--- config.mk ---
export PLATFORM = sky130hd
export DESIGN_NAME = gpio_top
export DESIGN_NICKNAME = d
export VERILOG_FILES = /design/src/design/gpio_pkg.sv /design/src/design/gpio_sync.sv /design/src/design/gpio_regs.sv /design/src/design/gpio_irq.sv /design/src/design/gpio_top.sv
export SDC_FILE = /design/constraint.sdc
export NUM_CORES = 1
export LEC_CHECK = 0
export ABC_AREA = 1
export BUFFER_PORTS_ARGS = -buffer_cell sky130_fd_sc_hd__buf_2
export CAP_MARGIN = 15
export CORE_MARGIN = 2
export CORE_UTILIZATION = 30
export CTS_CLUSTER_SIZE = 16
export DETAILED_ROUTE_END_ITERATION = 6
export PLACE_DENSITY_LB_ADDON = 0.05
export REMOVE_ABC_BUFFERS = 1
export SYNTH_ARGS = -nofsm -noshare
export SYNTH_HDL_FRONTEND = slang
export SYNTH_SLANG_ARGS = --single-unit
--- constraint.sdc ---
create_clock -name bus -period 1.53 [get_ports bus]
set_input_delay 0 -clock bus [delete_from_list [all_inputs] [get_ports bus]]
set_output_delay 0 -clock bus [all_outputs]
set_load 0.02 [all_outputs]
--- src/design/gpio_pkg.sv ---
package gpio_pkg;

  ////////////////////////////////////////////////////////////////////////////
  // widths
  ////////////////////////////////////////////////////////////////////////////

  // number of gpio pins
  localparam int gpio_w = 16;

  // bus data width that pins are zero-extended into
  localparam int bus_dw = 32;

  // byte address width
  localparam int bus_aw = 8;

  ////////////////////////////////////////////////////////////////////////////
  // register map in byte offsets
  ////////////////////////////////////////////////////////////////////////////

  // output data
  localparam logic [7:0] reg_out = 8'h00;
  // output enable
  localparam logic [7:0] reg_oe = 8'h04;
  // synchronized pin input that is read only
  localparam logic [7:0] reg_in = 8'h08;
  // interrupt enable per pin
  localparam logic [7:0] reg_irq_en = 8'h0C;
  // sticky interrupt status cleared by writing ones
  localparam logic [7:0] reg_irq_stat = 8'h10;
  // edge polarity where 1 is rising and 0 falling
  localparam logic [7:0] reg_edge_sel = 8'h14;

  ////////////////////////////////////////////////////////////////////////////
  // bus types
  ////////////////////////////////////////////////////////////////////////////

  // request qualified by a separate req_vld strobe
  typedef struct packed {
    logic              wen;
    logic [bus_aw-1:0] adr;
    logic [bus_dw-1:0] wdt;
  } bus_req_t;

  // read response one cycle after the strobe
  typedef struct packed {
    logic              rvld;
    logic [bus_dw-1:0] rdt;
  } bus_rsp_t;

  ////////////////////////////////////////////////////////////////////////////
  // register block to interrupt logic
  ////////////////////////////////////////////////////////////////////////////

  // clr_mask only lives in the cycle of the write strobe
  typedef struct packed {
    logic [gpio_w-1:0] clr_mask;
    logic [gpio_w-1:0] en;
  } irq_ctl_t;

endpackage

--- src/design/gpio_sync.sv ---
`timescale 1ns/100ps

module gpio_sync import gpio_pkg::*; (
  input  logic              bus,
  input  logic              rst_n,
  // raw pins, asynchronous to bus
  input  logic [gpio_w-1:0] pin_in,
  // per pin polarity, 1 rising
  input  logic [gpio_w-1:0] edge_sel,
  output logic [gpio_w-1:0] in_sync,
  output logic [gpio_w-1:0] edge_evt
);

  ////////////////////////////////////////////////////////////////////////////
  // synchronizer and history
  ////////////////////////////////////////////////////////////////////////////

  // first stage, may go metastable
  logic [gpio_w-1:0] meta_q;
  // second stage, safe to use
  logic [gpio_w-1:0] sync_q;
  // one cycle older than sync_q
  logic [gpio_w-1:0] prev_q;

  // all three stages cleared, so a pin high out of reset
  // gives a single rising event once it arrives
  always_ff @(posedge bus) begin
    if (!rst_n) begin
      meta_q <= '0;
      sync_q <= '0;
      prev_q <= '0;
    end else begin
      meta_q <= pin_in;
      sync_q <= meta_q;
      prev_q <= sync_q;
    end
  end

  assign in_sync = sync_q;

  ////////////////////////////////////////////////////////////////////////////
  // edge detect
  ////////////////////////////////////////////////////////////////////////////

  logic [gpio_w-1:0] rise;
  logic [gpio_w-1:0] fall;

  // low to high
  assign rise = sync_q & ~prev_q;
  // high to low
  assign fall = ~sync_q & prev_q;

  // pick polarity per bit
  // event is combinational, lands in status next edge
  assign edge_evt = (edge_sel & rise) | (~edge_sel & fall);

endmodule

--- src/design/gpio_regs.sv ---
`timescale 1ns/100ps

module gpio_regs import gpio_pkg::*; (
  input  logic              bus,
  input  logic              rst_n,
  // bus side
  input  logic              req_vld,
  input  bus_req_t          req,
  output bus_rsp_t          rsp,
  // pin side
  input  logic [gpio_w-1:0] in_sync,
  input  logic [gpio_w-1:0] status,
  output logic [gpio_w-1:0] pin_out,
  output logic [gpio_w-1:0] pin_oe,
  output logic [gpio_w-1:0] edge_sel,
  // to interrupt logic
  output irq_ctl_t          irq_ctl
);

  ////////////////////////////////////////////////////////////////////////////
  // request decode
  ////////////////////////////////////////////////////////////////////////////

  logic wr_en;
  logic rd_en;

  // every strobe is accepted, no back-pressure
  assign wr_en = req_vld & req.wen;
  assign rd_en = req_vld & ~req.wen;

  // address hits, full offset compare
  logic hit_out;
  logic hit_oe;
  logic hit_in;
  logic hit_irq_en;
  logic hit_irq_stat;
  logic hit_edge_sel;

  assign hit_out      = (req.adr == reg_out);
  assign hit_oe       = (req.adr == reg_oe);
  assign hit_in       = (req.adr == reg_in);
  assign hit_irq_en   = (req.adr == reg_irq_en);
  assign hit_irq_stat = (req.adr == reg_irq_stat);
  assign hit_edge_sel = (req.adr == reg_edge_sel);

  // only the low pins of the write word are kept
  logic [gpio_w-1:0] wr_pins;

  assign wr_pins = req.wdt[gpio_w-1:0];

  ////////////////////////////////////////////////////////////////////////////
  // control registers
  ////////////////////////////////////////////////////////////////////////////

  logic [gpio_w-1:0] out_q;
  logic [gpio_w-1:0] oe_q;
  logic [gpio_w-1:0] irq_en_q;
  logic [gpio_w-1:0] edge_sel_q;

  // new value on the edge that samples the strobe
  // reg_in and unmapped offsets fall through untouched
  always_ff @(posedge bus) begin
    if (!rst_n) begin
      out_q      <= '0;
      oe_q       <= '0;
      irq_en_q   <= '0;
      edge_sel_q <= '0;
    end else if (wr_en) begin
      if (hit_out) begin
        out_q <= wr_pins;
      end
      if (hit_oe) begin
        oe_q <= wr_pins;
      end
      if (hit_irq_en) begin
        irq_en_q <= wr_pins;
      end
      if (hit_edge_sel) begin
        edge_sel_q <= wr_pins;
      end
    end
  end

  assign pin_out  = out_q;
  assign pin_oe   = oe_q;
  assign edge_sel = edge_sel_q;

  // write one to clear, only during the strobe cycle
  // so the status drops on the same edge as other writes
  logic [gpio_w-1:0] clr_mask;

  assign clr_mask = (wr_en && hit_irq_stat) ? wr_pins : '0;

  assign irq_ctl = '{clr_mask: clr_mask, en: irq_en_q};

  ////////////////////////////////////////////////////////////////////////////
  // read path
  ////////////////////////////////////////////////////////////////////////////

  logic [gpio_w-1:0] rd_sel;

  // unmapped offsets read zero
  always_comb begin
    rd_sel = '0;
    if (hit_out) begin
      rd_sel = out_q;
    end else if (hit_oe) begin
      rd_sel = oe_q;
    end else if (hit_in) begin
      rd_sel = in_sync;
    end else if (hit_irq_en) begin
      rd_sel = irq_en_q;
    end else if (hit_irq_stat) begin
      rd_sel = status;
    end else if (hit_edge_sel) begin
      rd_sel = edge_sel_q;
    end
  end

  logic              rvld_q;
  logic [bus_dw-1:0] rdt_q;

  // response strobe, one cycle after a read
  always_ff @(posedge bus) begin
    if (!rst_n) begin
      rvld_q <= 1'b0;
    end else begin
      rvld_q <= rd_en;
    end
  end

  // data only matters while rvld is high
  always_ff @(posedge bus) begin
    if (rd_en) begin
      rdt_q <= {{(bus_dw-gpio_w){1'b0}}, rd_sel};
    end
  end

  assign rsp = '{rvld: rvld_q, rdt: rdt_q};

endmodule

--- src/design/gpio_irq.sv ---
`timescale 1ns/100ps

module gpio_irq import gpio_pkg::*; (
  input  logic              bus,
  input  logic              rst_n,
  // one cycle pulse per detected edge
  input  logic [gpio_w-1:0] edge_evt,
  // clear mask and enable from the register block
  input  irq_ctl_t          irq_ctl,
  output logic [gpio_w-1:0] status,
  output logic              irq
);

  ////////////////////////////////////////////////////////////////////////////
  // sticky status
  ////////////////////////////////////////////////////////////////////////////

  logic [gpio_w-1:0] stat_q;
  logic [gpio_w-1:0] stat_d;

  // set wins over clear
  // an edge in the clear cycle is never lost
  assign stat_d = (stat_q & ~irq_ctl.clr_mask) | edge_evt;

  always_ff @(posedge bus) begin
    if (!rst_n) begin
      stat_q <= '0;
    end else begin
      stat_q <= stat_d;
    end
  end

  assign status = stat_q;

  ////////////////////////////////////////////////////////////////////////////
  // interrupt line
  ////////////////////////////////////////////////////////////////////////////

  logic [gpio_w-1:0] pend;

  // status bits that are allowed through
  assign pend = stat_q & irq_ctl.en;

  // level output, both inputs already registered
  // so no extra lag behind the status
  assign irq = |pend;

endmodule

--- src/design/gpio_top.sv ---
`timescale 1ns/100ps

module gpio_top import gpio_pkg::*; (
  input  logic              bus,
  input  logic              rst_n,
  // bus
  input  logic              req_vld,
  input  bus_req_t          req,
  output bus_rsp_t          rsp,
  // pins
  input  logic [gpio_w-1:0] pin_in,
  output logic [gpio_w-1:0] pin_out,
  output logic [gpio_w-1:0] pin_oe,
  // level interrupt
  output logic              irq
);

  ////////////////////////////////////////////////////////////////////////////
  // internal nets
  ////////////////////////////////////////////////////////////////////////////

  logic [gpio_w-1:0] in_sync;
  logic [gpio_w-1:0] edge_evt;
  logic [gpio_w-1:0] edge_sel;
  logic [gpio_w-1:0] status;
  irq_ctl_t          irq_ctl;

  // input synchronizer and edge detect
  gpio_sync u_sync (
    .bus      (bus),
    .rst_n    (rst_n),
    .pin_in   (pin_in),
    .edge_sel (edge_sel),
    .in_sync  (in_sync),
    .edge_evt (edge_evt)
  );

  // bus decode and registers
  gpio_regs u_regs (
    .bus      (bus),
    .rst_n    (rst_n),
    .req_vld  (req_vld),
    .req      (req),
    .rsp      (rsp),
    .in_sync  (in_sync),
    .status   (status),
    .pin_out  (pin_out),
    .pin_oe   (pin_oe),
    .edge_sel (edge_sel),
    .irq_ctl  (irq_ctl)
  );

  // status and interrupt line
  gpio_irq u_irq (
    .bus      (bus),
    .rst_n    (rst_n),
    .edge_evt (edge_evt),
    .irq_ctl  (irq_ctl),
    .status   (status),
    .irq      (irq)
  );

endmodule

==> Word level (Yosys, flattened, before mapping) <==
Index checks and enable logic that the tools add are counted.
{ "word_totals": {"register_bits": 145, "input_bits": 60, "elab_cells": 44, "out_inout_bits": 66} }
{ "classes": {"bitwise": 15, "muxes": 7, "eq_ne": 5, "reduce_logical": 7} }
{ "ops": {"columns": ["cell", "n"], "rows": [
  ["$mux W16", 7],
  ["$and A16 B16 Y16", 6],
  ["$not A16 Y16", 4],
  ["$or A16 B16 Y16", 2],
  ["$eq A8 B4 Y1 const B", 2],
  ["$eq A8 B5 Y1 const B", 2],
  ["$reduce_or A16 Y1", 1],
  ["$eq A8 B3 Y1 const B", 1],
  ["$logic_not A8 Y1", 1],
  ["$reduce_and A2 Y1", 4],
  ["$and A1 B1 Y1", 2],
  ["$logic_and A1 B1 Y1", 1],
  ["$not A1 Y1", 1]
]} }

==> Logic depth before layout (Yosys ltp) <==
{ "depth": {"depth_word": 7, "ltp_mapped": 9, "mapped_depth_nobuf": 9} }

==> Hierarchy <==
Synthesis repeated with hierarchy kept, for this count alone.
{ "hier_totals": {"cells_unflattened": 895, "area_unflattened_um2": 6342.3} }
{ "by_module_without_submodules": {"columns": ["mod", "area_per_inst_um2", "cells_each", "instances", "seq_area_each_um2"], "rows": [
  ["gpio_regs", 3911.3, 549, 1, 1781.7],
  ["gpio_sync", 1761.7, 245, 1, 960.9],
  ["gpio_irq", 669.4, 101, 1, 320.3]
]} }

==> Least setup slack after synthesis <==
OpenSTA, ideal clock, no wires.
{ "synth_path": {"kind": "input -> register", "startpoint": "input port req[32] (netlist bit)", "endpoint": "register u_regs.rdt_q[10] (data pin)", "slack_ns": 0.374, "path_buffers": 1, "t_arrival_ns": 0.892, "stages": 8, "setup_time_ns": 0.264, "required_time_ns": 1.266, "path_cell_list": "inv_1 > nand2_2 > nor2_4 > nand3_4 > clkbuf_1 > nor2_1 > nor2_1 > nand4_1"} }
{ "synth_between": {"elab_chain_len": 7, "word_cells_on_any_way": 12, "cone_classes": "eq/ne: 5; mux: 6; reduce/logical: 1"} }
{ "synth_lines": {"columns": ["item", "line_no", "rtl"], "rows": [
  ["from (decl)", "gpio_top.sv:8", "input bus_req_t req,"],
  ["$eq A8 B5 Y1", "gpio_regs.sv:44", "assign hit_edge_sel = (req.adr == reg_edge_sel);"],
  ["$mux W16", "gpio_regs.sv:115", "end else if (hit_edge_sel) begin"],
  ["$mux W16", "gpio_regs.sv:113", "end else if (hit_irq_stat) begin"],
  ["$mux W16", "gpio_regs.sv:111", "end else if (hit_irq_en) begin"],
  ["$mux W16", "gpio_regs.sv:109", "end else if (hit_in) begin"],
  ["$mux W16", "gpio_regs.sv:107", "end else if (hit_oe) begin"],
  ["$mux W16 (*)", "gpio_regs.sv:105", "if (hit_out) begin"],
  ["via u_regs.rd_sel[10]", "gpio_regs.sv:100", "logic [gpio_w-1:0] rd_sel;"],
  ["to (signal assigned)", "gpio_regs.sv:135", "rdt_q <= {{(bus_dw-gpio_w){1'b0}}, rd_sel};"],
  ["to (decl)", "gpio_regs.sv:121", "logic [bus_dw-1:0] rdt_q;"]
]} }
Mark *: on every way through the listed nets, which the timed path passes. The rest lies on a longest branch.
A chain may end at the register's enable or synchronous reset.

==> Worst setup path after layout <==
{ "layout_path": {"startpoint": "register u_irq.stat_q[15] (netlist: u_irq.status[15])", "endpoint": "output port irq"} }
{ "layout_between": {"elab_chain_len": 2} }
{ "layout_lines": {"columns": ["item", "line_no", "rtl"], "rows": [
  ["from (decl)", "gpio_irq.sv:18", "logic [gpio_w-1:0] stat_q;"],
  ["from (signal assigned)", "gpio_irq.sv:29", "stat_q <= stat_d;"],
  ["$and A16 B16 Y16", "gpio_irq.sv:42", "assign pend = stat_q & irq_ctl.en;"],
  ["$reduce_or A16 Y1", "gpio_irq.sv:46", "assign irq = |pend;"],
  ["to (decl)", "gpio_top.sv:15", "output logic irq"]
]} }
No other way between the ends.

==> impl_table.tex <==
\begin{tabular}{lr}
\hline
Metric & Value \\
\hline
\multicolumn{2}{l}{\textbf{Cells and area}} \\
FF+latch area & 3070 µm² \\
Area occupied by multi-input gates & 2410 µm² \\
Count of nets after finishing & 1039 \\
Share of final-layout standard cells stronger than drive strength 1 & 19.7\% \\
Fill count & 2121 \\
P\&R area growth vs syn & 31.7\% \\
Antenna diodes & 0 \\
\multicolumn{2}{l}{\textbf{Placed design}} \\
Pre-CTS worst setup slack & 0.125 ns \\
Routability cong. & 0.735 \\
Estimated wirelength of the detail-placed design & 11.6 mm \\
Port Buf Inserts & 93 \\
\multicolumn{2}{l}{\textbf{Pwr}} \\
Final Power & 9.11 mW \\
PwrDens & 1120 nW/µm² \\
Maximum VDD drop & 0.000716 V \\
Leakage component of the power & 3.76 nW \\
\multicolumn{2}{l}{\textbf{Detailed routing}} \\
WL final & 17.8 mm \\
Drt initial violations & 280 \\
Detailed-routing wirelength on met1 & 9.01 mm \\
Highest metal layer with signal wires & met4 \\
Average vias per placed instance & 4.32 \\
First-pass iteration count of the detailed router & 5 \\
Antenna Nets Post-Route & 0 \\
Routed met2 length & 7.78 mm \\
Met3 WL post-DR & 859 µm \\
WL/cell & 14.1 µm \\
Vias post-DR & 5446 \\
DRC Markers & 0 \\
\multicolumn{2}{l}{\textbf{STA}} \\
Clock Skew & 0.0102 ns \\
RSZ-0062 raised after global routing & yes \\
Number of setup violations in the final report & 1 \\
Worst-case setup margin in the final layout & -0.0296 ns \\
Min Tclk post-route & 1.56 ns \\
Final period utilization & 102\% \\
FMAX & 0.641 GHz \\
Pins over their slew limit & 0 \\
Hold Fails Final Rpt & 0 \\
\multicolumn{2}{l}{\textbf{Clock tree}} \\
Clock buffers created by TritonCTS & 17 \\
Clock sinks & 145 \\
CTS tree & built \\
Clock slew at the register clock pins of the worst setup and hold paths & 0.06 ns \\
Number of H-tree branching levels & 4 \\
CTS max path bufs & 2 \\
Buffer cell driving the clock tree root & clkbuf\_16 \\
Source-to-sink clock delay at the later pin of the worst-skew pair & 0.43 ns \\
\multicolumn{2}{l}{\textbf{Floorplan}} \\
Initial Utilization & 30.5\% \\
Core area & 20200 µm² \\
I/O pins & 126 \\
Die W & 147 µm \\
Die Span Y & 147 µm \\
Number of placement rows & 52 \\
Area enclosed by the die boundary & 21700 µm² \\
\multicolumn{2}{l}{\textbf{Worst setup path}} \\
Crit-path leading delay family & buffers and inverters \\
Launching instance or port of the critical path & u\_irq.status[15]\$\_SDFF\_PN0\_ \\
Worst-path cell chain & a221oi\_2 > buf\_4 > nand4\_1 > buf\_4 \\
Setup crit end & irq \\
Setup crit start kind & flip-flop \\
Type of destination of the critical path & output port \\
Slowest cell on the critical path & dfxtp\_1 \\
Data arrival, critical path & 1.56 ns \\
Critical path depth & 4 \\
Worst path most repeated cell & buf\_4 \\
Worst path max stage delay & 0.34 ns \\
Category of the critical setup timing path & flip-flop to output port \\
Critical path fanouts, max & 3 \\
Logic depth of the worst register-to-register path & 6 \\
Worst EP required & 1.53 ns \\
Worst flop-to-flop path endpoint & u\_regs.rdt\_q[7]\$\_DFFE\_PP\_ \\
Worst reg2reg startpoint & u\_regs.irq\_en\_q[7]\$\_SDFFE\_PN0P\_ \\
Critical path buffer and inverter count & 2 \\
Register-to-register setup slack & 0.53 ns \\
\multicolumn{2}{l}{\textbf{GRT}} \\
Gr usage total & 16.8\% \\
Overflow left after global routing & 0 \\
Global-route wire length before repair & 27.9 mm \\
Initial antenna violation count & 0 \\
Maximum number of pins on one net before global-route repair & 46 \\
Via count of the first global-routing pass & 5114 \\
\multicolumn{2}{l}{\textbf{Synthesis}} \\
Cells after synthesis & 828 \\
Number of synthesized register bits & 145 \\
Sequential-to-total area share from yosys stat & 49.8\% \\
Ys Warns & 0 \\
Post-synth cell types & 28 \\
Top-area cell type share of the netlist area & 42.0\% \\
Number of enable-type register cells in the synthesized netlist & 16 \\
Share of async-settable or async-resettable flops after synthesis & 0\% \\
Largest area contributor in the synthesized netlist & dfxtp\_1 \\
Synthesized area per cell & 7.43 µm² \\
Leading post-synthesis cells by cell area & dfxtp\_1 42\%, nand2\_1 14\%, edfxtp\_1 7.8\% \\
Most used flip-flop cell after synthesis & dfxtp\_1 \\
Netlist area before placement & 6150 µm² \\
\multicolumn{2}{l}{\textbf{Run}} \\
Number of max-cap violations & 0 \\
\multicolumn{2}{l}{\textbf{Hold path}} \\
Classification of the worst-slack hold path & primary input to flip-flop \\
\multicolumn{2}{l}{\textbf{Outcome}} \\
Violated checks & negative setup slack \\
Run status & finished with violations \\
\hline
\end{tabular}
## flip-flops by register name, summed over array words and instances, names as in the netlist
signal and flops:
u_irq.status 16, u_regs.edge_sel 16, u_regs.irq_en_q 16, u_regs.pin_oe 16
u_regs.pin_out 16, u_regs.rdt_q 16, u_sync.in_sync 16, u_sync.meta_q 16
u_sync.prev_q 16, u_regs.rvld_q 1
## layer usage
metal,up-vias,global-route usage (%)
met3,13,3.91
li1,2857,-
met5,-,0
met4,0,4.62
met2,114,26.0
met1,2462,23.5
## what timing repair did
action	in CTS	in global routing
hold buffers	36	0
pin swaps	1	3
endpoints found under the hold margin	93	0
buffers inserted	2	1
gates resized for setup	6	7
setup endpoints to repair	1	1
## worst min path at each step
stage	from	cells past startpoint	to
2_1_floorplan	req[40]	1	u_regs.rvld_q$_SDFF_PN0_
3_3_place_gp	pin_in[10]	3	u_sync.meta_q[10]$_SDFF_PN0_
3_5_place_dp	pin_in[10]	3	u_sync.meta_q[10]$_SDFF_PN0_
4_1_cts	req[38]	7	u_regs.pin_out[5]$_SDFFE_PN0P_
5_1_grt	req[34]	5	u_regs.rdt_q[1]$_DFFE_PP_
6_report	req[38]	7	u_regs.pin_out[5]$_SDFFE_PN0P_
## kinds of logic after synthesis
| logic type | Yosys count | synth area share [%] |
|---|---|---|
| other | 1 | 0.0609 |
| flip-flops | 145 | 49.8 |
| AND/OR/NAND/NOR | 368 | 25.5 |
| AO/OA/AOI/OAI | 145 | 12.1 |
| buffers and inverters | 169 | 12.6 |
## stage by stage
step | hold slack, ns | cell area [µm²] | TNS, ns | cells | util, %
after global placement | 0.176 | 7030 | 0 | 1191 | 34.8
after floorplan | 0.0785 | 5880 | -1.50 | 793 | -
after CTS | 0.222 | 8080 | -0.0889 | 1261 | 40.0
after detailed placement | 0.179 | 7030 | 0 | 1191 | 34.8
final | 0.220 | 8110 | -0.0296 | 1262 | 40.2
after global routing | 0.268 | 8110 | -0.0860 | 1262 | 40.2
## cells in the final DEF (no fill, tap or decap), types with 6 or more instances in the layout
| master | count |
|---|---|
| nand3_1 | 18 |
| dlygate4sd3_1 | 36 |
| edfxtp_1 | 16 |
| buf_2 | 92 |
| conb_1 | 16 |
| buf_4 | 33 |
| o21ai_0 | 65 |
| dfxtp_1 | 124 |
| nand2_2 | 8 |
| buf_12 | 6 |
| o21ai_1 | 7 |
| nand4_1 | 15 |
| clkbuf_16 | 17 |
| nor2_1 | 84 |
| inv_1 | 114 |
| a21oi_1 | 67 |
| nand2_1 | 227 |
## where the power goes
group	switching, mW	total (mW)	leakage [nW]	internal [mW]
sequential	0.0464	3.97	1.20	3.92
combinational	0.296	0.493	2.24	0.198
clock	1.62	4.65	0.322	3.03
total	1.96	9.11	3.76	7.15
## layout make-up
| type | count | area share [%] |
|---|---|---|
| Clock buffer | 23 | 5.90 |
| Clock inverter | 9 | 2.21 |
| Inverter | 119 | 5.51 |
| Multi-Input combinational cell | 529 | 29.7 |
| Sequential cell | 145 | 37.9 |
| Tap cell | 270 | 4.17 |
| Timing Repair Buffer | 167 | 14.7 |
## worst reg2reg max path, cell delays in order (launching register included)
cell and delay [ns]:
dfxtp_1 0.35, inv_1 0.08, nand4_1 0.09, nand2_1 0.07, nand2_1 0.05, nand2_1 0.06, nand2_1 0.05
## Yosys cell counts (all sizes together), types with 4 or more instances
| cell | n |
|---|---|
| o21ai | 72 |
| edfxtp | 16 |
| nand4 | 15 |
| nor2 | 91 |
| a221oi | 4 |
| inv | 119 |
| buf | 34 |
| a21oi | 67 |
| clkbuf | 16 |
| nand2 | 238 |
| nand3 | 19 |
| dfxtp | 129 |
Note: power is estimated with default switching activity, not from simulation.
